**config.mk**
```make
export PLATFORM = sky130hd
export DESIGN_NAME = pe_controller
export DESIGN_NICKNAME = d
export VERILOG_FILES = /design/src/verilog/qsim_mem_pkg.sv /design/src/verilog/pe_ctrl_pkg.sv /design/src/verilog/pe_controller.sv /design/src/verilog/state_port_arbiter.sv /design/src/verilog/writeback_tracker.sv /design/src/verilog/state_read_walker.sv /design/src/verilog/dense_gate_sequencer.sv
export SDC_FILE = /design/constraint.sdc
export NUM_CORES = 1
export LEC_CHECK = 0
export BUFFER_PORTS_ARGS = -buffer_cell sky130_fd_sc_hd__buf_2
export CORE_MARGIN = 4
export CORE_UTILIZATION = 40
export DETAILED_ROUTE_END_ITERATION = 10
export HOLD_SLACK_MARGIN = 0.12
export PLACE_DENSITY_LB_ADDON = 0.25
export SLEW_MARGIN = 20
export SYNTH_ARGS = -nofsm -noshare
export SYNTH_HDL_FRONTEND = slang
export SYNTH_HIERARCHICAL = 1
export SYNTH_SLANG_ARGS = --single-unit
```
**constraint.sdc**
```tcl
create_clock -name clk -period 4.2 [get_ports clk]
set_input_delay 0.42 -clock clk [delete_from_list [all_inputs] [get_ports clk]]
set_output_delay 0.42 -clock clk [all_outputs]
set_load 0.03 [all_outputs]
```
**src/verilog/qsim_mem_pkg.sv**
```systemverilog
`default_nettype none

package qsim_mem_pkg;

	// local slice of the state vector
	localparam int STATE_ADDR_W = 16;

	// address or amplitude count
	typedef logic [STATE_ADDR_W-1:0] state_addr_t;

	// gate memory
	localparam int GATE_ADDR_W = 6;
	localparam int GATE_WORD_W = 64;

	typedef logic [GATE_ADDR_W-1:0] gate_addr_t;

	// one complex coefficient, re and im halves
	typedef logic [GATE_WORD_W-1:0] gate_word_t;

	// dense descriptor layout
	// position word first, coefficients at +1 .. +4
	localparam gate_addr_t GATE_POS_ADDR = '0;

endpackage

`default_nettype wire

```
**src/verilog/pe_ctrl_pkg.sv**
```systemverilog
`default_nettype none

package pe_ctrl_pkg;

	// qubit count and gate position share one width
	localparam int MAX_QBIT_W = 6;

	typedef logic [MAX_QBIT_W-1:0] qbit_t;

	// cycles from a state read issue to its write-back issue
	// the ALU pipeline depth plus the memory read cycle
	localparam int ALU_LATENCY = 5;

	// run sequencing of one processing element
	typedef enum logic [2:0] {
		// waiting for a start
		SEQ_IDLE  = 3'd0,
		// gate descriptor fetch, three cycles
		SEQ_LOAD  = 3'd1,
		// coefficients out, walker launched
		SEQ_WALK  = 3'd2,
		// pairs in flight, wait for final write-back
		SEQ_DRAIN = 3'd3,
		// one cycle before the done pulse
		SEQ_DONE  = 3'd4
	} seq_state_t;

endpackage

`default_nettype wire
```
**src/verilog/pe_controller.sv**
```systemverilog
`default_nettype none

module pe_controller
	import pe_ctrl_pkg::*, qsim_mem_pkg::*;
(
	input  wire                clk,
	input  wire                rst_n,
	input  wire                i_start_valid,
	input  qbit_t              i_qbit_num,
	input  state_addr_t        i_exe_num,
	input  gate_word_t  [1:0]  i_gate_data,
	output logic               o_start_ready,
	output logic        [1:0]  o_gate_en,
	output gate_addr_t  [1:0]  o_gate_addr,
	output logic        [1:0]  o_state_en,
	output logic        [1:0]  o_state_we,
	output state_addr_t [1:0]  o_state_addr,
	output logic               o_alu_start,
	output logic               o_coef_valid,
	output logic               o_remote_pair,
	output logic               o_done
);

	// sequencer to walker
	logic        walk_go;
	qbit_t       pkg_bits;
	state_addr_t exe_num;

	// walker to arbiter and tracker
	logic        rd_req;
	state_addr_t rd_addr_lo;
	state_addr_t rd_addr_hi;
	logic        walk_last;
	logic        rd_grant;
	logic        rd_fire;

	// tracker to arbiter and sequencer
	logic        wb_req;
	state_addr_t wb_addr_lo;
	state_addr_t wb_addr_hi;
	logic        wb_final;

	dense_gate_sequencer u_seq (
		.clk           (clk),
		.rst_n         (rst_n),
		.i_start_valid (i_start_valid),
		.i_qbit_num    (i_qbit_num),
		.i_exe_num     (i_exe_num),
		.i_gate_data   (i_gate_data),
		.i_wb_final    (wb_final),
		.o_start_ready (o_start_ready),
		.o_gate_en     (o_gate_en),
		.o_gate_addr   (o_gate_addr),
		.o_alu_start   (o_alu_start),
		.o_coef_valid  (o_coef_valid),
		.o_walk_go     (walk_go),
		.o_pkg_bits    (pkg_bits),
		.o_remote      (o_remote_pair),
		.o_exe_num     (exe_num),
		.o_done        (o_done)
	);

	state_read_walker u_walker (
		.clk          (clk),
		.rst_n        (rst_n),
		.i_walk_go    (walk_go),
		.i_pkg_bits   (pkg_bits),
		.i_remote     (o_remote_pair),
		.i_exe_num    (exe_num),
		.i_rd_grant   (rd_grant),
		.o_rd_req     (rd_req),
		.o_rd_addr_lo (rd_addr_lo),
		.o_rd_addr_hi (rd_addr_hi),
		.o_walk_last  (walk_last)
	);

	writeback_tracker u_tracker (
		.clk          (clk),
		.rst_n        (rst_n),
		.i_rd_fire    (rd_fire),
		.i_rd_addr_lo (rd_addr_lo),
		.i_rd_addr_hi (rd_addr_hi),
		.i_walk_last  (walk_last),
		.o_wb_req     (wb_req),
		.o_wb_addr_lo (wb_addr_lo),
		.o_wb_addr_hi (wb_addr_hi),
		.o_wb_final   (wb_final)
	);

	state_port_arbiter u_arb (
		.clk          (clk),
		.rst_n        (rst_n),
		.i_rd_req     (rd_req),
		.i_rd_addr_lo (rd_addr_lo),
		.i_rd_addr_hi (rd_addr_hi),
		.i_wb_req     (wb_req),
		.i_wb_addr_lo (wb_addr_lo),
		.i_wb_addr_hi (wb_addr_hi),
		.o_rd_grant   (rd_grant),
		.o_rd_fire    (rd_fire),
		.o_state_en   (o_state_en),
		.o_state_we   (o_state_we),
		.o_state_addr (o_state_addr)
	);

endmodule

`default_nettype wire

```
**src/verilog/state_port_arbiter.sv**
```systemverilog
`default_nettype none

module state_port_arbiter
	import qsim_mem_pkg::*;
(
	input  wire                clk,
	input  wire                rst_n,
	input  wire                i_rd_req,
	input  state_addr_t        i_rd_addr_lo,
	input  state_addr_t        i_rd_addr_hi,
	input  wire                i_wb_req,
	input  state_addr_t        i_wb_addr_lo,
	input  state_addr_t        i_wb_addr_hi,
	output logic               o_rd_grant,
	output logic               o_rd_fire,
	output logic        [1:0]  o_state_en,
	output logic        [1:0]  o_state_we,
	output state_addr_t [1:0]  o_state_addr
);

	// write-backs cannot wait, the ALU result is gone next cycle
	assign o_rd_grant = !i_wb_req;
	assign o_rd_fire  = i_rd_req && o_rd_grant;

	always_ff @(posedge clk or negedge rst_n) begin
		if (!rst_n) begin
			o_state_en <= 2'b00;
			o_state_we <= 2'b00;
		end else if (i_wb_req) begin
			o_state_en <= 2'b11;
			o_state_we <= 2'b11;
		end else if (o_rd_fire) begin
			o_state_en <= 2'b11;
			o_state_we <= 2'b00;
		end else begin
			o_state_en <= 2'b00;
			o_state_we <= 2'b00;
		end
	end

	// port 0 lower amplitude, port 1 upper
	always_ff @(posedge clk) begin
		if (i_wb_req) begin
			o_state_addr[0] <= i_wb_addr_lo;
			o_state_addr[1] <= i_wb_addr_hi;
		end else if (o_rd_fire) begin
			o_state_addr[0] <= i_rd_addr_lo;
			o_state_addr[1] <= i_rd_addr_hi;
		end
	end

endmodule

`default_nettype wire

```
**src/verilog/writeback_tracker.sv**
```systemverilog
`default_nettype none

module writeback_tracker
	import pe_ctrl_pkg::*, qsim_mem_pkg::*;
(
	input  wire         clk,
	input  wire         rst_n,
	input  wire         i_rd_fire,
	input  state_addr_t i_rd_addr_lo,
	input  state_addr_t i_rd_addr_hi,
	input  wire         i_walk_last,
	output logic        o_wb_req,
	output state_addr_t o_wb_addr_lo,
	output state_addr_t o_wb_addr_hi,
	output logic        o_wb_final
);

	// one stage per cycle of ALU latency
	logic [ALU_LATENCY-1:0] vld_q;
	logic [ALU_LATENCY-1:0] last_q;
	state_addr_t            lo_q [ALU_LATENCY];
	state_addr_t            hi_q [ALU_LATENCY];

	always_ff @(posedge clk or negedge rst_n) begin
		if (!rst_n) begin
			vld_q  <= '0;
			last_q <= '0;
		end else begin
			vld_q  <= {vld_q[ALU_LATENCY-2:0], i_rd_fire};
			// last tag only rides on an issued pair
			last_q <= {last_q[ALU_LATENCY-2:0], i_rd_fire && i_walk_last};
		end
	end

	// address pairs follow the valid bits
	always_ff @(posedge clk) begin
		lo_q[0] <= i_rd_addr_lo;
		hi_q[0] <= i_rd_addr_hi;
		for (int i = 1; i < ALU_LATENCY; i++) begin
			lo_q[i] <= lo_q[i-1];
			hi_q[i] <= hi_q[i-1];
		end
	end

	// tail of the line, several pairs may be ahead of it
	assign o_wb_req     = vld_q[ALU_LATENCY-1];
	assign o_wb_addr_lo = lo_q[ALU_LATENCY-1];
	assign o_wb_addr_hi = hi_q[ALU_LATENCY-1];
	assign o_wb_final   = vld_q[ALU_LATENCY-1] && last_q[ALU_LATENCY-1];

endmodule

`default_nettype wire

```
**src/verilog/state_read_walker.sv**
```systemverilog
`default_nettype none

module state_read_walker
	import pe_ctrl_pkg::*, qsim_mem_pkg::*;
(
	input  wire         clk,
	input  wire         rst_n,
	input  wire         i_walk_go,
	input  qbit_t       i_pkg_bits,
	input  wire         i_remote,
	input  state_addr_t i_exe_num,
	input  wire         i_rd_grant,
	output logic        o_rd_req,
	output state_addr_t o_rd_addr_lo,
	output state_addr_t o_rd_addr_hi,
	output logic        o_walk_last
);

	logic        active_q;
	state_addr_t base_q;
	state_addr_t ptr_q;
	state_addr_t cnt_q;
	// pair distance, 1 for remote walks
	state_addr_t len_q;
	// pairs to issue, E/2
	state_addr_t half_q;
	logic        fire;
	logic        pkg_end;

	assign o_rd_req     = active_q;
	assign fire         = active_q && i_rd_grant;
	assign o_rd_addr_lo = base_q + ptr_q;
	assign o_rd_addr_hi = o_rd_addr_lo + len_q;
	assign pkg_end      = (ptr_q == len_q - 1'b1);
	assign o_walk_last  = active_q && (cnt_q == half_q - 1'b1);

	always_ff @(posedge clk or negedge rst_n) begin
		if (!rst_n) begin
			active_q <= 1'b0;
			base_q   <= '0;
			ptr_q    <= '0;
			cnt_q    <= '0;
		end else if (i_walk_go) begin
			active_q <= 1'b1;
			base_q   <= '0;
			ptr_q    <= '0;
			cnt_q    <= '0;
		end else if (fire) begin
			cnt_q <= cnt_q + 1'b1;
			if (o_walk_last) begin
				active_q <= 1'b0;
			end
			// skip the upper half of the package, stride 2L
			if (pkg_end) begin
				ptr_q  <= '0;
				base_q <= base_q + state_addr_t'(len_q << 1);
			end else begin
				ptr_q <= ptr_q + 1'b1;
			end
		end
	end

	// walk shape, fixed for the whole run
	always_ff @(posedge clk) begin
		if (i_walk_go) begin
			len_q  <= i_remote ? state_addr_t'(1) : (state_addr_t'(1) << i_pkg_bits);
			half_q <= i_exe_num >> 1;
		end
	end

endmodule

`default_nettype wire

```
**src/verilog/dense_gate_sequencer.sv**
```systemverilog
`default_nettype none

module dense_gate_sequencer
	import pe_ctrl_pkg::*, qsim_mem_pkg::*;
(
	input  wire                     clk,
	input  wire                     rst_n,
	input  wire                     i_start_valid,
	input  qbit_t                   i_qbit_num,
	input  state_addr_t             i_exe_num,
	input  gate_word_t  [1:0]       i_gate_data,
	input  wire                     i_wb_final,
	output logic                    o_start_ready,
	output logic        [1:0]       o_gate_en,
	output gate_addr_t  [1:0]       o_gate_addr,
	output logic                    o_alu_start,
	output logic                    o_coef_valid,
	output logic                    o_walk_go,
	output qbit_t                   o_pkg_bits,
	output logic                    o_remote,
	output state_addr_t             o_exe_num,
	output logic                    o_done
);

	seq_state_t  state_q;
	logic [1:0]  ld_step_q;
	logic        accept;
	qbit_t       qbit_q;
	qbit_t       pos_q;
	qbit_t       pkg_bits_c;
	state_addr_t pkg_len_c;
	logic        remote_c;
	state_addr_t o_exe_num_q;

	assign o_start_ready = (state_q == SEQ_IDLE);
	assign accept        = i_start_valid && o_start_ready;
	assign o_exe_num     = o_exe_num_q;

	// b = n - p - 1 and package length 2^b
	assign pkg_bits_c = qbit_q - pos_q - 1'b1;
	assign pkg_len_c  = state_addr_t'(1) << pkg_bits_c;
	// partner outside the slice once a package covers all of E
	assign remote_c   = (pkg_bits_c >= STATE_ADDR_W) || (pkg_len_c >= o_exe_num_q);

	always_ff @(posedge clk or negedge rst_n) begin
		if (!rst_n) begin
			state_q      <= SEQ_IDLE;
			ld_step_q    <= '0;
			o_gate_en    <= '0;
			o_alu_start  <= 1'b0;
			o_coef_valid <= 1'b0;
			o_walk_go    <= 1'b0;
			o_remote     <= 1'b0;
			o_done       <= 1'b0;
		end else begin
			// single-cycle strobes
			o_alu_start  <= 1'b0;
			o_coef_valid <= 1'b0;
			o_walk_go    <= 1'b0;
			o_done       <= 1'b0;
			case (state_q)
				SEQ_IDLE: begin
					if (accept) begin
						// position word on port 0 only
						state_q     <= SEQ_LOAD;
						ld_step_q   <= '0;
						o_gate_en   <= 2'b01;
						o_alu_start <= 1'b1;
					end
				end
				SEQ_LOAD: begin
					ld_step_q <= ld_step_q + 1'b1;
					if (ld_step_q == 2'd2) begin
						o_gate_en    <= 2'b00;
						o_remote     <= remote_c;
						o_coef_valid <= 1'b1;
						o_walk_go    <= 1'b1;
						state_q      <= SEQ_WALK;
					end else begin
						o_gate_en <= 2'b11;
					end
				end
				SEQ_WALK: begin
					state_q <= SEQ_DRAIN;
				end
				SEQ_DRAIN: begin
					if (i_wb_final) begin
						state_q <= SEQ_DONE;
					end
				end
				default: begin
					o_done  <= 1'b1;
					state_q <= SEQ_IDLE;
				end
			endcase
		end
	end

	// operands, position and gate read addresses
	always_ff @(posedge clk) begin
		if (accept) begin
			qbit_q         <= i_qbit_num;
			o_exe_num_q    <= i_exe_num;
			o_gate_addr[0] <= GATE_POS_ADDR;
			o_gate_addr[1] <= GATE_POS_ADDR;
		end else if (state_q == SEQ_LOAD) begin
			case (ld_step_q)
				2'd0: begin
					o_gate_addr[0] <= GATE_POS_ADDR + gate_addr_t'(1);
					o_gate_addr[1] <= GATE_POS_ADDR + gate_addr_t'(2);
				end
				2'd1: begin
					o_gate_addr[0] <= GATE_POS_ADDR + gate_addr_t'(3);
					o_gate_addr[1] <= GATE_POS_ADDR + gate_addr_t'(4);
					// position word is back from the first read
					pos_q          <= i_gate_data[0][MAX_QBIT_W-1:0];
				end
				default: begin
					o_pkg_bits <= pkg_bits_c;
				end
			endcase
		end
	end

endmodule

`default_nettype wire

```
# [After elaboration in Yosys (flattened, before gate mapping)]
# Memories as Yosys holds them, arrays and structs flattened.
# Cells that the tools add are included.
[word_totals] reg_bits=183 ram_bits=160 in_bits=153 output_inout_bits=55 n_memories=2
[classes] bitwise_logic=2 add_sub_neg=10 magnitude_cmp=2 shifts=2 muxes=31 n_reduce_logical=25 eq_ne=10
[mem_list] memory="u_tracker.hi_q" depth=5 width=16 read_ports=5 rd_ports_with_merged_regs=0 wr=5 line="writeback_tracker.sv:22" rtl="state_addr_t hi_q [ALU_LATENCY];"
[mem_list] memory="u_tracker.lo_q" depth=5 width=16 read_ports=5 rd_ports_with_merged_regs=0 wr=5 line="writeback_tracker.sv:21" rtl="state_addr_t lo_q [ALU_LATENCY];"
[ops] operator="$mux 16" count=8
[ops] operator="$mux 32" count=2
[ops] operator="$add 16x16->16" count=3
[ops] operator="$add 16x1->16 const B" count=2
[ops] operator="$eq 16x16->1" count=2
[ops] operator="$shl 1x6->16 const A" count=2
[ops] operator="$pmux 12 s2" count=1
[ops] operator="$ge 16x16->1" count=1
[ops] operator="$sub 15x1->16 const B" count=1
[ops] operator="$sub 16x1->16 const B" count=1
[ops] operator="$mux 2" count=6
[ops] operator="$pmux 3 s4" count=1
[ops] operator="$reduce_bool 2->1" count=6
[ops] operator="$reduce_and 2->1" count=5
[ops] operator="$mux 3" count=3
[ops] operator="$reduce_and 3->1" count=3
[ops] operator="$mux 1" count=8
[ops] operator="$pmux 2 s2" count=2
[ops] operator="$eq 3x2->1 const B" count=2
[ops] operator="$ge 6x5->1 const B" count=1
[ops] operator="$sub 6x1->6 const B" count=1
[ops] operator="$sub 6x6->6" count=1
[ops] operator="$logic_and 1x1->1" count=5
[ops] operator="$ne 2x1->1 const B" count=2
[ops] operator="other kinds (12)" count=13

# [Depth between registers and ports, before layout]
[logic_depth] depth_word=6 ltp_mapped=17

# [Hierarchy]
# Netlist, hierarchy kept.
[modules_own_cells] mod="state_read_walker" cells_per_inst=685 instances=1 area_each_um2=6317.3 seq_area_each_um2=2132.0
[modules_own_cells] mod="writeback_tracker" cells_per_inst=188 instances=1 area_each_um2=3585.9 seq_area_each_um2=3453.3
[modules_own_cells] mod="dense_gate_sequencer" cells_per_inst=225 instances=1 area_each_um2=2531.2 seq_area_each_um2=1356.3
[modules_own_cells] mod="state_port_arbiter" cells_per_inst=75 instances=1 area_each_um2=1570.3 seq_area_each_um2=1011.0

# [Least setup slack after synthesis]
# OpenSTA, ideal clock, no wires.
[synth_path] kind="register to register" start="register u_walker.base_q[1]" end="register u_arb/o_state_addr[30] in the netlist's numbering (data pin)" path_buffers=0 arrival_ps=3629 path_stages_with_launch=16 required_time_ps=3940 setup_ps=260 setup_slack_ps=311 cell_sequence="dfrtp_1 -> fa_1 -> a21o_1 -> a21oi_1 -> o21bai_1 -> a31o_2 -> a41oi_1 -> a211oi_1 -> and4_1 -> or3_1 -> ha_1 -> inv_1 -> a31oi_1 -> o311a_1 -> o311ai_0 -> mux2_4"
[synth_via] elab_chain_cells=4
[synth_lines] element="from (decl)" line="state_read_walker.sv:20" rtl="state_addr_t base_q;"
[synth_lines] element="from (signal assigned)" line="state_read_walker.sv:56" rtl="base_q <= base_q + state_addr_t'(len_q << 1);"
[synth_lines] element="$add 16x16->16" line="state_read_walker.sv:32" rtl="assign o_rd_addr_lo = base_q + ptr_q;"
[synth_lines] element="named net rd_addr_lo[14]" line="pe_controller.sv:31" rtl="state_addr_t rd_addr_lo;"
[synth_lines] element="$add 16x16->16" line="state_read_walker.sv:33" rtl="assign o_rd_addr_hi = o_rd_addr_lo + len_q;"
[synth_lines] element="named net rd_addr_hi[14]" line="pe_controller.sv:32" rtl="state_addr_t rd_addr_hi;"
[synth_lines] element="$mux 32" line="state_port_arbiter.sv:46" rtl="end else if (o_rd_fire) begin"
[synth_lines] element="$mux 32" line="state_port_arbiter.sv:43" rtl="if (i_wb_req) begin"
[synth_lines] element="to (decl)" line="state_port_arbiter.sv:18" rtl="output state_addr_t [1:0] o_state_addr"
# The timed path passes the listed nets, and every way through them passes these cells. The select of a mux whose other input is x is not followed.
# A chain may end at the register's enable or synchronous reset.

# [Worst setup path in the final report]
[layout_path] start="register u_walker.base_q[1]" end="register u_arb/o_state_addr[31] in the netlist's numbering (data pin)"
# Same word-level chain as after synthesis.

==> flow_summary.html <==
<table>
<tr><th>Metric</th><th>Value</th></tr>
<tr><th colspan="2">Clocking</th></tr>
<tr><td>Depth of the CTS H-tree</td><td>2</td></tr>
<tr><td>Worst-skew pair later-pin latency</td><td>approximately 0.52 ns</td></tr>
<tr><td>Register clock-pin slew on the reported worst setup and hold paths</td><td>0.06 ns</td></tr>
<tr><td>CTS Buffer Depth</td><td>3</td></tr>
<tr><td>Clock buffer count from CTS</td><td>35</td></tr>
<tr><td>CTS sink cnt</td><td>331</td></tr>
<tr><td>Clock Tree Root</td><td>sky130_fd_sc_hd__clkbuf_16</td></tr>
<tr><td>Post-CTS setup repair buffer count</td><td>0</td></tr>
<tr><td>TritonCTS clock tree</td><td>yes</td></tr>
<tr><th colspan="2">Worst setup path</th></tr>
<tr><td>Arrival @ worst endpoint</td><td>about 4.2 ns</td></tr>
<tr><td>Worst Setup SP</td><td>u_walker/base_q[1]$_DFFE_PN0P_</td></tr>
<tr><td>Critical Path Sink Type</td><td>flop</td></tr>
<tr><td>WP data required</td><td>4.48 ns</td></tr>
<tr><td>Path type of the worst setup path</td><td>reg2reg</td></tr>
<tr><td>Worst setup SP type</td><td>flop</td></tr>
<tr><td>Max Fanout on Critical Path</td><td>2</td></tr>
<tr><td>Reg-to-reg startpoint</td><td>u_walker/base_q[1]$_DFFE_PN0P_</td></tr>
<tr><td>Setup slack, reg-to-reg</td><td>about 0.26 ns</td></tr>
<tr><th colspan="2">Floorplanning</th></tr>
<tr><td>Number of core rows</td><td>between 60 and 70</td></tr>
<tr><td>Top-level port count</td><td>roughly 210</td></tr>
<tr><td>Die Outline Area</td><td>38100 µm²</td></tr>
<tr><td>Starting density of the core</td><td>0.405</td></tr>
<tr><td>Die H</td><td>195 µm</td></tr>
<tr><td>Width of the chip</td><td>195 µm</td></tr>
<tr><td>Core Box Area</td><td>34500 µm²</td></tr>
<tr><th colspan="2">Layout</th></tr>
<tr><td>Share of final-layout standard cells stronger than drive strength 1</td><td>0.188</td></tr>
<tr><td>Finished Cell Area</td><td>16500 µm²</td></tr>
<tr><td>Count of fill cells added during filler insertion</td><td>3157</td></tr>
<tr><td>Area delta synth-&gt;final</td><td>17.5%</td></tr>
<tr><td>Final net count</td><td>1548</td></tr>
<tr><td>Antenna diode instance count</td><td>0</td></tr>
<tr><th colspan="2">Pwr</th></tr>
<tr><td>Sequential group share of total power</td><td>0.469</td></tr>
<tr><td>Total power draw</td><td>8940 µW</td></tr>
<tr><td>Switching component of the power</td><td>2560 µW</td></tr>
<tr><td>Power density over cell area</td><td>544 nW/µm²</td></tr>
<tr><td>Peak supply drop</td><td>405 µV</td></tr>
<tr><td>Leakage component of the power</td><td>0.00710 µW</td></tr>
<tr><td>Portion of total power attributed to combinational logic</td><td>0.211</td></tr>
<tr><td>Switching share of total power</td><td>0.286</td></tr>
<tr><td>Clk network pwr share</td><td>0.320</td></tr>
<tr><td>Internal</td><td>roughly 6400 µW</td></tr>
<tr><th colspan="2">STA</th></tr>
<tr><td>Fraction of the cycle the final worst path needs</td><td>0.939</td></tr>
<tr><td>Final setup violation count</td><td>0</td></tr>
<tr><td>Highest Clock Rate</td><td>0.254 GHz</td></tr>
<tr><td>Worst hold slack after final layout</td><td>about 0.28 ns</td></tr>
<tr><td>Worst Tran Pin Value</td><td>0.940 ns</td></tr>
<tr><td>Final worst clock skew</td><td>0.0209 ns</td></tr>
<tr><td>Final Critical Period</td><td>roughly 3.9 ns</td></tr>
<tr><td>Slew Viols, Final</td><td>0</td></tr>
<tr><td>Worst slew slack as a fraction of its limit</td><td>0.374</td></tr>
<tr><td>Final hold violations</td><td>0</td></tr>
<tr><th colspan="2">Placement</th></tr>
<tr><td>Routability Congestion</td><td>0.826</td></tr>
<tr><td>DP Wirelength</td><td>roughly 19 mm</td></tr>
<tr><td>Area of placed instances</td><td>15000 µm²</td></tr>
<tr><td>Port Buf Inserts</td><td>77</td></tr>
<tr><th colspan="2">Drt</th></tr>
<tr><td>Total iterations of the first detailed-routing run</td><td>5</td></tr>
<tr><td>DRC violation count after routing</td><td>0</td></tr>
<tr><td>First DRT Iteration DRCs</td><td>440</td></tr>
<tr><td>Count of antenna-violating nets left after detailed routing</td><td>0</td></tr>
<tr><td>Via total after detailed routing</td><td>8814</td></tr>
<tr><td>Avg Vias per Cell</td><td>4.90</td></tr>
<tr><td>Post-Route WL</td><td>roughly 26 mm</td></tr>
<tr><td>Routed wire length per instance</td><td>14.4 µm</td></tr>
<tr><th colspan="2">Global route</th></tr>
<tr><td>Overall overflow remaining after global route</td><td>0</td></tr>
<tr><td>Antenna violations before repair</td><td>0</td></tr>
<tr><td>GRT Total Usage</td><td>0.137</td></tr>
<tr><td>Global-route wire length before repair</td><td>~43 mm</td></tr>
<tr><td>Largest net degree at the start of global routing</td><td>72</td></tr>
<tr><td>Via count of the first global-routing pass</td><td>8752</td></tr>
<tr><th colspan="2">Yosys</th></tr>
<tr><td>Yosys warning count</td><td>6</td></tr>
<tr><td>Ys flop type</td><td>sky130_fd_sc_hd__dfxtp_1</td></tr>
<tr><td>Post-synth EDFFs</td><td>97</td></tr>
<tr><td>Mean area per synthesized cell</td><td>11.9 µm²</td></tr>
<tr><td>Total standard cell area after synthesis</td><td>14000 µm²</td></tr>
<tr><td>Sequential-to-total area share from yosys stat</td><td>0.568</td></tr>
<tr><td>Fraction of registers with async set or reset after synthesis</td><td>0.215</td></tr>
<tr><td>Post-synth cell types</td><td>80</td></tr>
<tr><td>Mapped Cells</td><td>1173</td></tr>
<tr><td>Post-synthesis register bit count</td><td>331</td></tr>
<tr><th colspan="2">Min path</th></tr>
<tr><td>Start point of the worst hold path</td><td>i_start_valid</td></tr>
<tr><td>Worst hold path class</td><td>in2reg</td></tr>
<tr><th colspan="2">Run status</th></tr>
<tr><td>Run status</td><td>finished, final reports clean</td></tr>
<tr><th colspan="2">Run</th></tr>
<tr><td>Max-cap violations</td><td>0</td></tr>
</table>
## sequential cells by signal, indices dropped and copies added (netlist names), 6 cells and up
register / cells
u_seq/o_pkg_bits: 6
u_walker/cnt_q: 16
u_seq/o_exe_num: 16
u_tracker/hi_q: 80
u_arb/o_state_addr: 32
u_walker/len_q: 16
u_walker/ptr_q: 16
u_tracker/lo_q: 80
u_seq/pos_q: 6
u_walker/base_q: 15
u_walker/half_q: 15
u_seq/qbit_q: 6
## cells in the final DEF (no fill, tap or decap), types with 17 or more instances in the layout
master / Yosys / routed
sky130_fd_sc_hd__nand2_1: 54 / 54
sky130_fd_sc_hd__dfxtp_1: 163 / 163
sky130_fd_sc_hd__o21ai_0: 39 / 37
sky130_fd_sc_hd__a21oi_1: 38 / 36
sky130_fd_sc_hd__dfrtp_1: 71 / 69
sky130_fd_sc_hd__nor2_1: 98 / 98
sky130_fd_sc_hd__nand4_1: 17 / 17
sky130_fd_sc_hd__nor3_1: 35 / 35
sky130_fd_sc_hd__nand3_1: 25 / 25
sky130_fd_sc_hd__mux2_4: 27 / 27
sky130_fd_sc_hd__edfxtp_1: 97 / 97
sky130_fd_sc_hd__xnor2_1: 60 / 59
sky130_fd_sc_hd__xor2_1: 40 / 40
sky130_fd_sc_hd__buf_2: 2 / 76
sky130_fd_sc_hd__inv_1: 51 / 51
sky130_fd_sc_hd__dlygate4sd3_1: 0 / 29
sky130_fd_sc_hd__buf_4: 30 / 47
sky130_fd_sc_hd__a21o_1: 21 / 21
sky130_fd_sc_hd__ha_1: 74 / 73
sky130_fd_sc_hd__clkbuf_16: 0 / 36
## cells by family (layout without fill, tap and decap cells)
family                   count (synthesis)  in the layout  share of synthesized area
flip-flops                             331            331                      0.568
buffers and inverters                  104            267                     0.0408
XOR/XNOR                               100            100                     0.0625
other                                    2              9                   0.000536
AND/OR/NAND/NOR                        337            337                      0.127
multiplexers                            46             46                     0.0440
AO/OA/AOI/OAI                          175            175                     0.0849
adder cells (fa/ha/maj)                 78             78                     0.0718
## synth_stat cells, types with 5 or more instances
master	instances	area, µm²
sky130_fd_sc_hd__dfxtp_1	163	3260
sky130_fd_sc_hd__ha_1	74	926
sky130_fd_sc_hd__nor4_1	16	100
sky130_fd_sc_hd__mux2_4	27	405
sky130_fd_sc_hd__nor3b_1	6	45.0
sky130_fd_sc_hd__xor2_1	40	350
sky130_fd_sc_hd__a21oi_1	38	190
sky130_fd_sc_hd__nand2_1	54	203
sky130_fd_sc_hd__dfrtp_1	71	1780
sky130_fd_sc_hd__o21ai_0	39	195
sky130_fd_sc_hd__and2_1	10	62.6
sky130_fd_sc_hd__or2_2	5	31.3
sky130_fd_sc_hd__mux2i_1	11	110
sky130_fd_sc_hd__mux2_2	7	78.8
sky130_fd_sc_hd__o21bai_1	8	60.1
sky130_fd_sc_hd__a31oi_1	8	50.1
sky130_fd_sc_hd__or3_1	11	68.8
sky130_fd_sc_hd__inv_1	51	191
sky130_fd_sc_hd__nand4_1	17	106
sky130_fd_sc_hd__o31ai_1	5	37.5
sky130_fd_sc_hd__nor2b_1	14	87.6
sky130_fd_sc_hd__xnor2_1	60	526
sky130_fd_sc_hd__buf_4	30	225
sky130_fd_sc_hd__nor2_1	98	368
sky130_fd_sc_hd__a31o_2	5	43.8
sky130_fd_sc_hd__a21o_1	21	158
sky130_fd_sc_hd__nor3_1	35	175
sky130_fd_sc_hd__nand3_1	25	125
sky130_fd_sc_hd__clkbuf_1	15	56.3
sky130_fd_sc_hd__a211oi_1	9	67.6
sky130_fd_sc_hd__and3_1	12	75.1
sky130_fd_sc_hd__edfxtp_1	97	2910
sky130_fd_sc_hd__nand2b_1	8	50.1
## what timing repair did
| item | in CTS | in global routing |
|---|---|---|
| hold endpoints to repair | 98 | 0 |
| setup endpoints to repair | 2 | 5 |
| resized for setup | 5 | 15 |
| hold buffers | 29 | 0 |
## path summary, 6_finish.rpt
kind / cells past startpoint / to
worst max-delay path: 15 / u_arb/o_state_addr[31]$_DFFE_PP_
worst min-delay path: 3 / u_seq/state_q[0]$_DFFE_PN0P_
worst max register to register: 15 / u_arb/o_state_addr[31]$_DFFE_PP_
worst min register to register: 0 / u_tracker/lo_q[0][16]$_DFF_P_
max in group asynchronous: 2 / u_seq/o_walk_go$_DFF_PN0_
min in group asynchronous: 2 / u_walker/base_q[1]$_DFFE_PN0P_
## metrics by stage
stage                     TNS [ns]  utilization  worst slack (ns)  std cells
after floorplan                  0            -             0.311       1180
after global placement     -0.0801        0.433           -0.0684       1705
after detailed placement    -0.178        0.433            -0.135       1706
after CTS                        0        0.474            0.0106       1798
after global routing       -0.0279        0.476           -0.0279       1798
final                            0        0.476             0.256       1798
## power by group through the flow
stage / Combinational [µW] / Sequential [µW] / Clock [µW]
2_1_floorplan: 1150 / 4530 / 0
3_3_place_gp: 1830 / 4250 / 0
3_5_place_dp: 1860 / 4270 / 0
4_1_cts: 1890 / 4210 / 2960
5_1_grt: 2070 / 4270 / 3110
6_report: 1880 / 4200 / 2860
## layer usage
layer  wire length [µm]  track usage  vias to the layer above
li1                   -            -                     4438
met1              11700        0.174                     4165
met2              12400        0.234                      160
met3               1110       0.0276                       51
met4                722       0.0471                        0
met5                  0            0                        -
## critical path: stages (launching register included)
cell and delay [ns]:
sky130_fd_sc_hd__dfrtp_1 0.40, sky130_fd_sc_hd__fa_2 0.41, sky130_fd_sc_hd__a21o_1 0.20, sky130_fd_sc_hd__a21oi_2 0.15, sky130_fd_sc_hd__o21bai_1 0.10, sky130_fd_sc_hd__a31o_2 0.28, sky130_fd_sc_hd__a41oi_2 0.23, sky130_fd_sc_hd__a211oi_1 0.12
sky130_fd_sc_hd__and4_1 0.21, sky130_fd_sc_hd__or3_1 0.44, sky130_fd_sc_hd__ha_4 0.19, sky130_fd_sc_hd__nor3_1 0.25, sky130_fd_sc_hd__a31oi_4 0.14, sky130_fd_sc_hd__xnor2_2 0.16, sky130_fd_sc_hd__xnor2_1 0.15, sky130_fd_sc_hd__mux2_2 0.27
## cell type report
cell class,count,area (µm²),area share
repair buffers,153,1040,0.0631
clock inverters,13,104,0.00631
well taps,455,569,0.0346
clock buffers,50,983,0.0598
inverters,51,191,0.0116
multi-input cells,745,5610,0.341
flip-flops and latches,331,7960,0.484
Power figures use the tool's default switching activity.
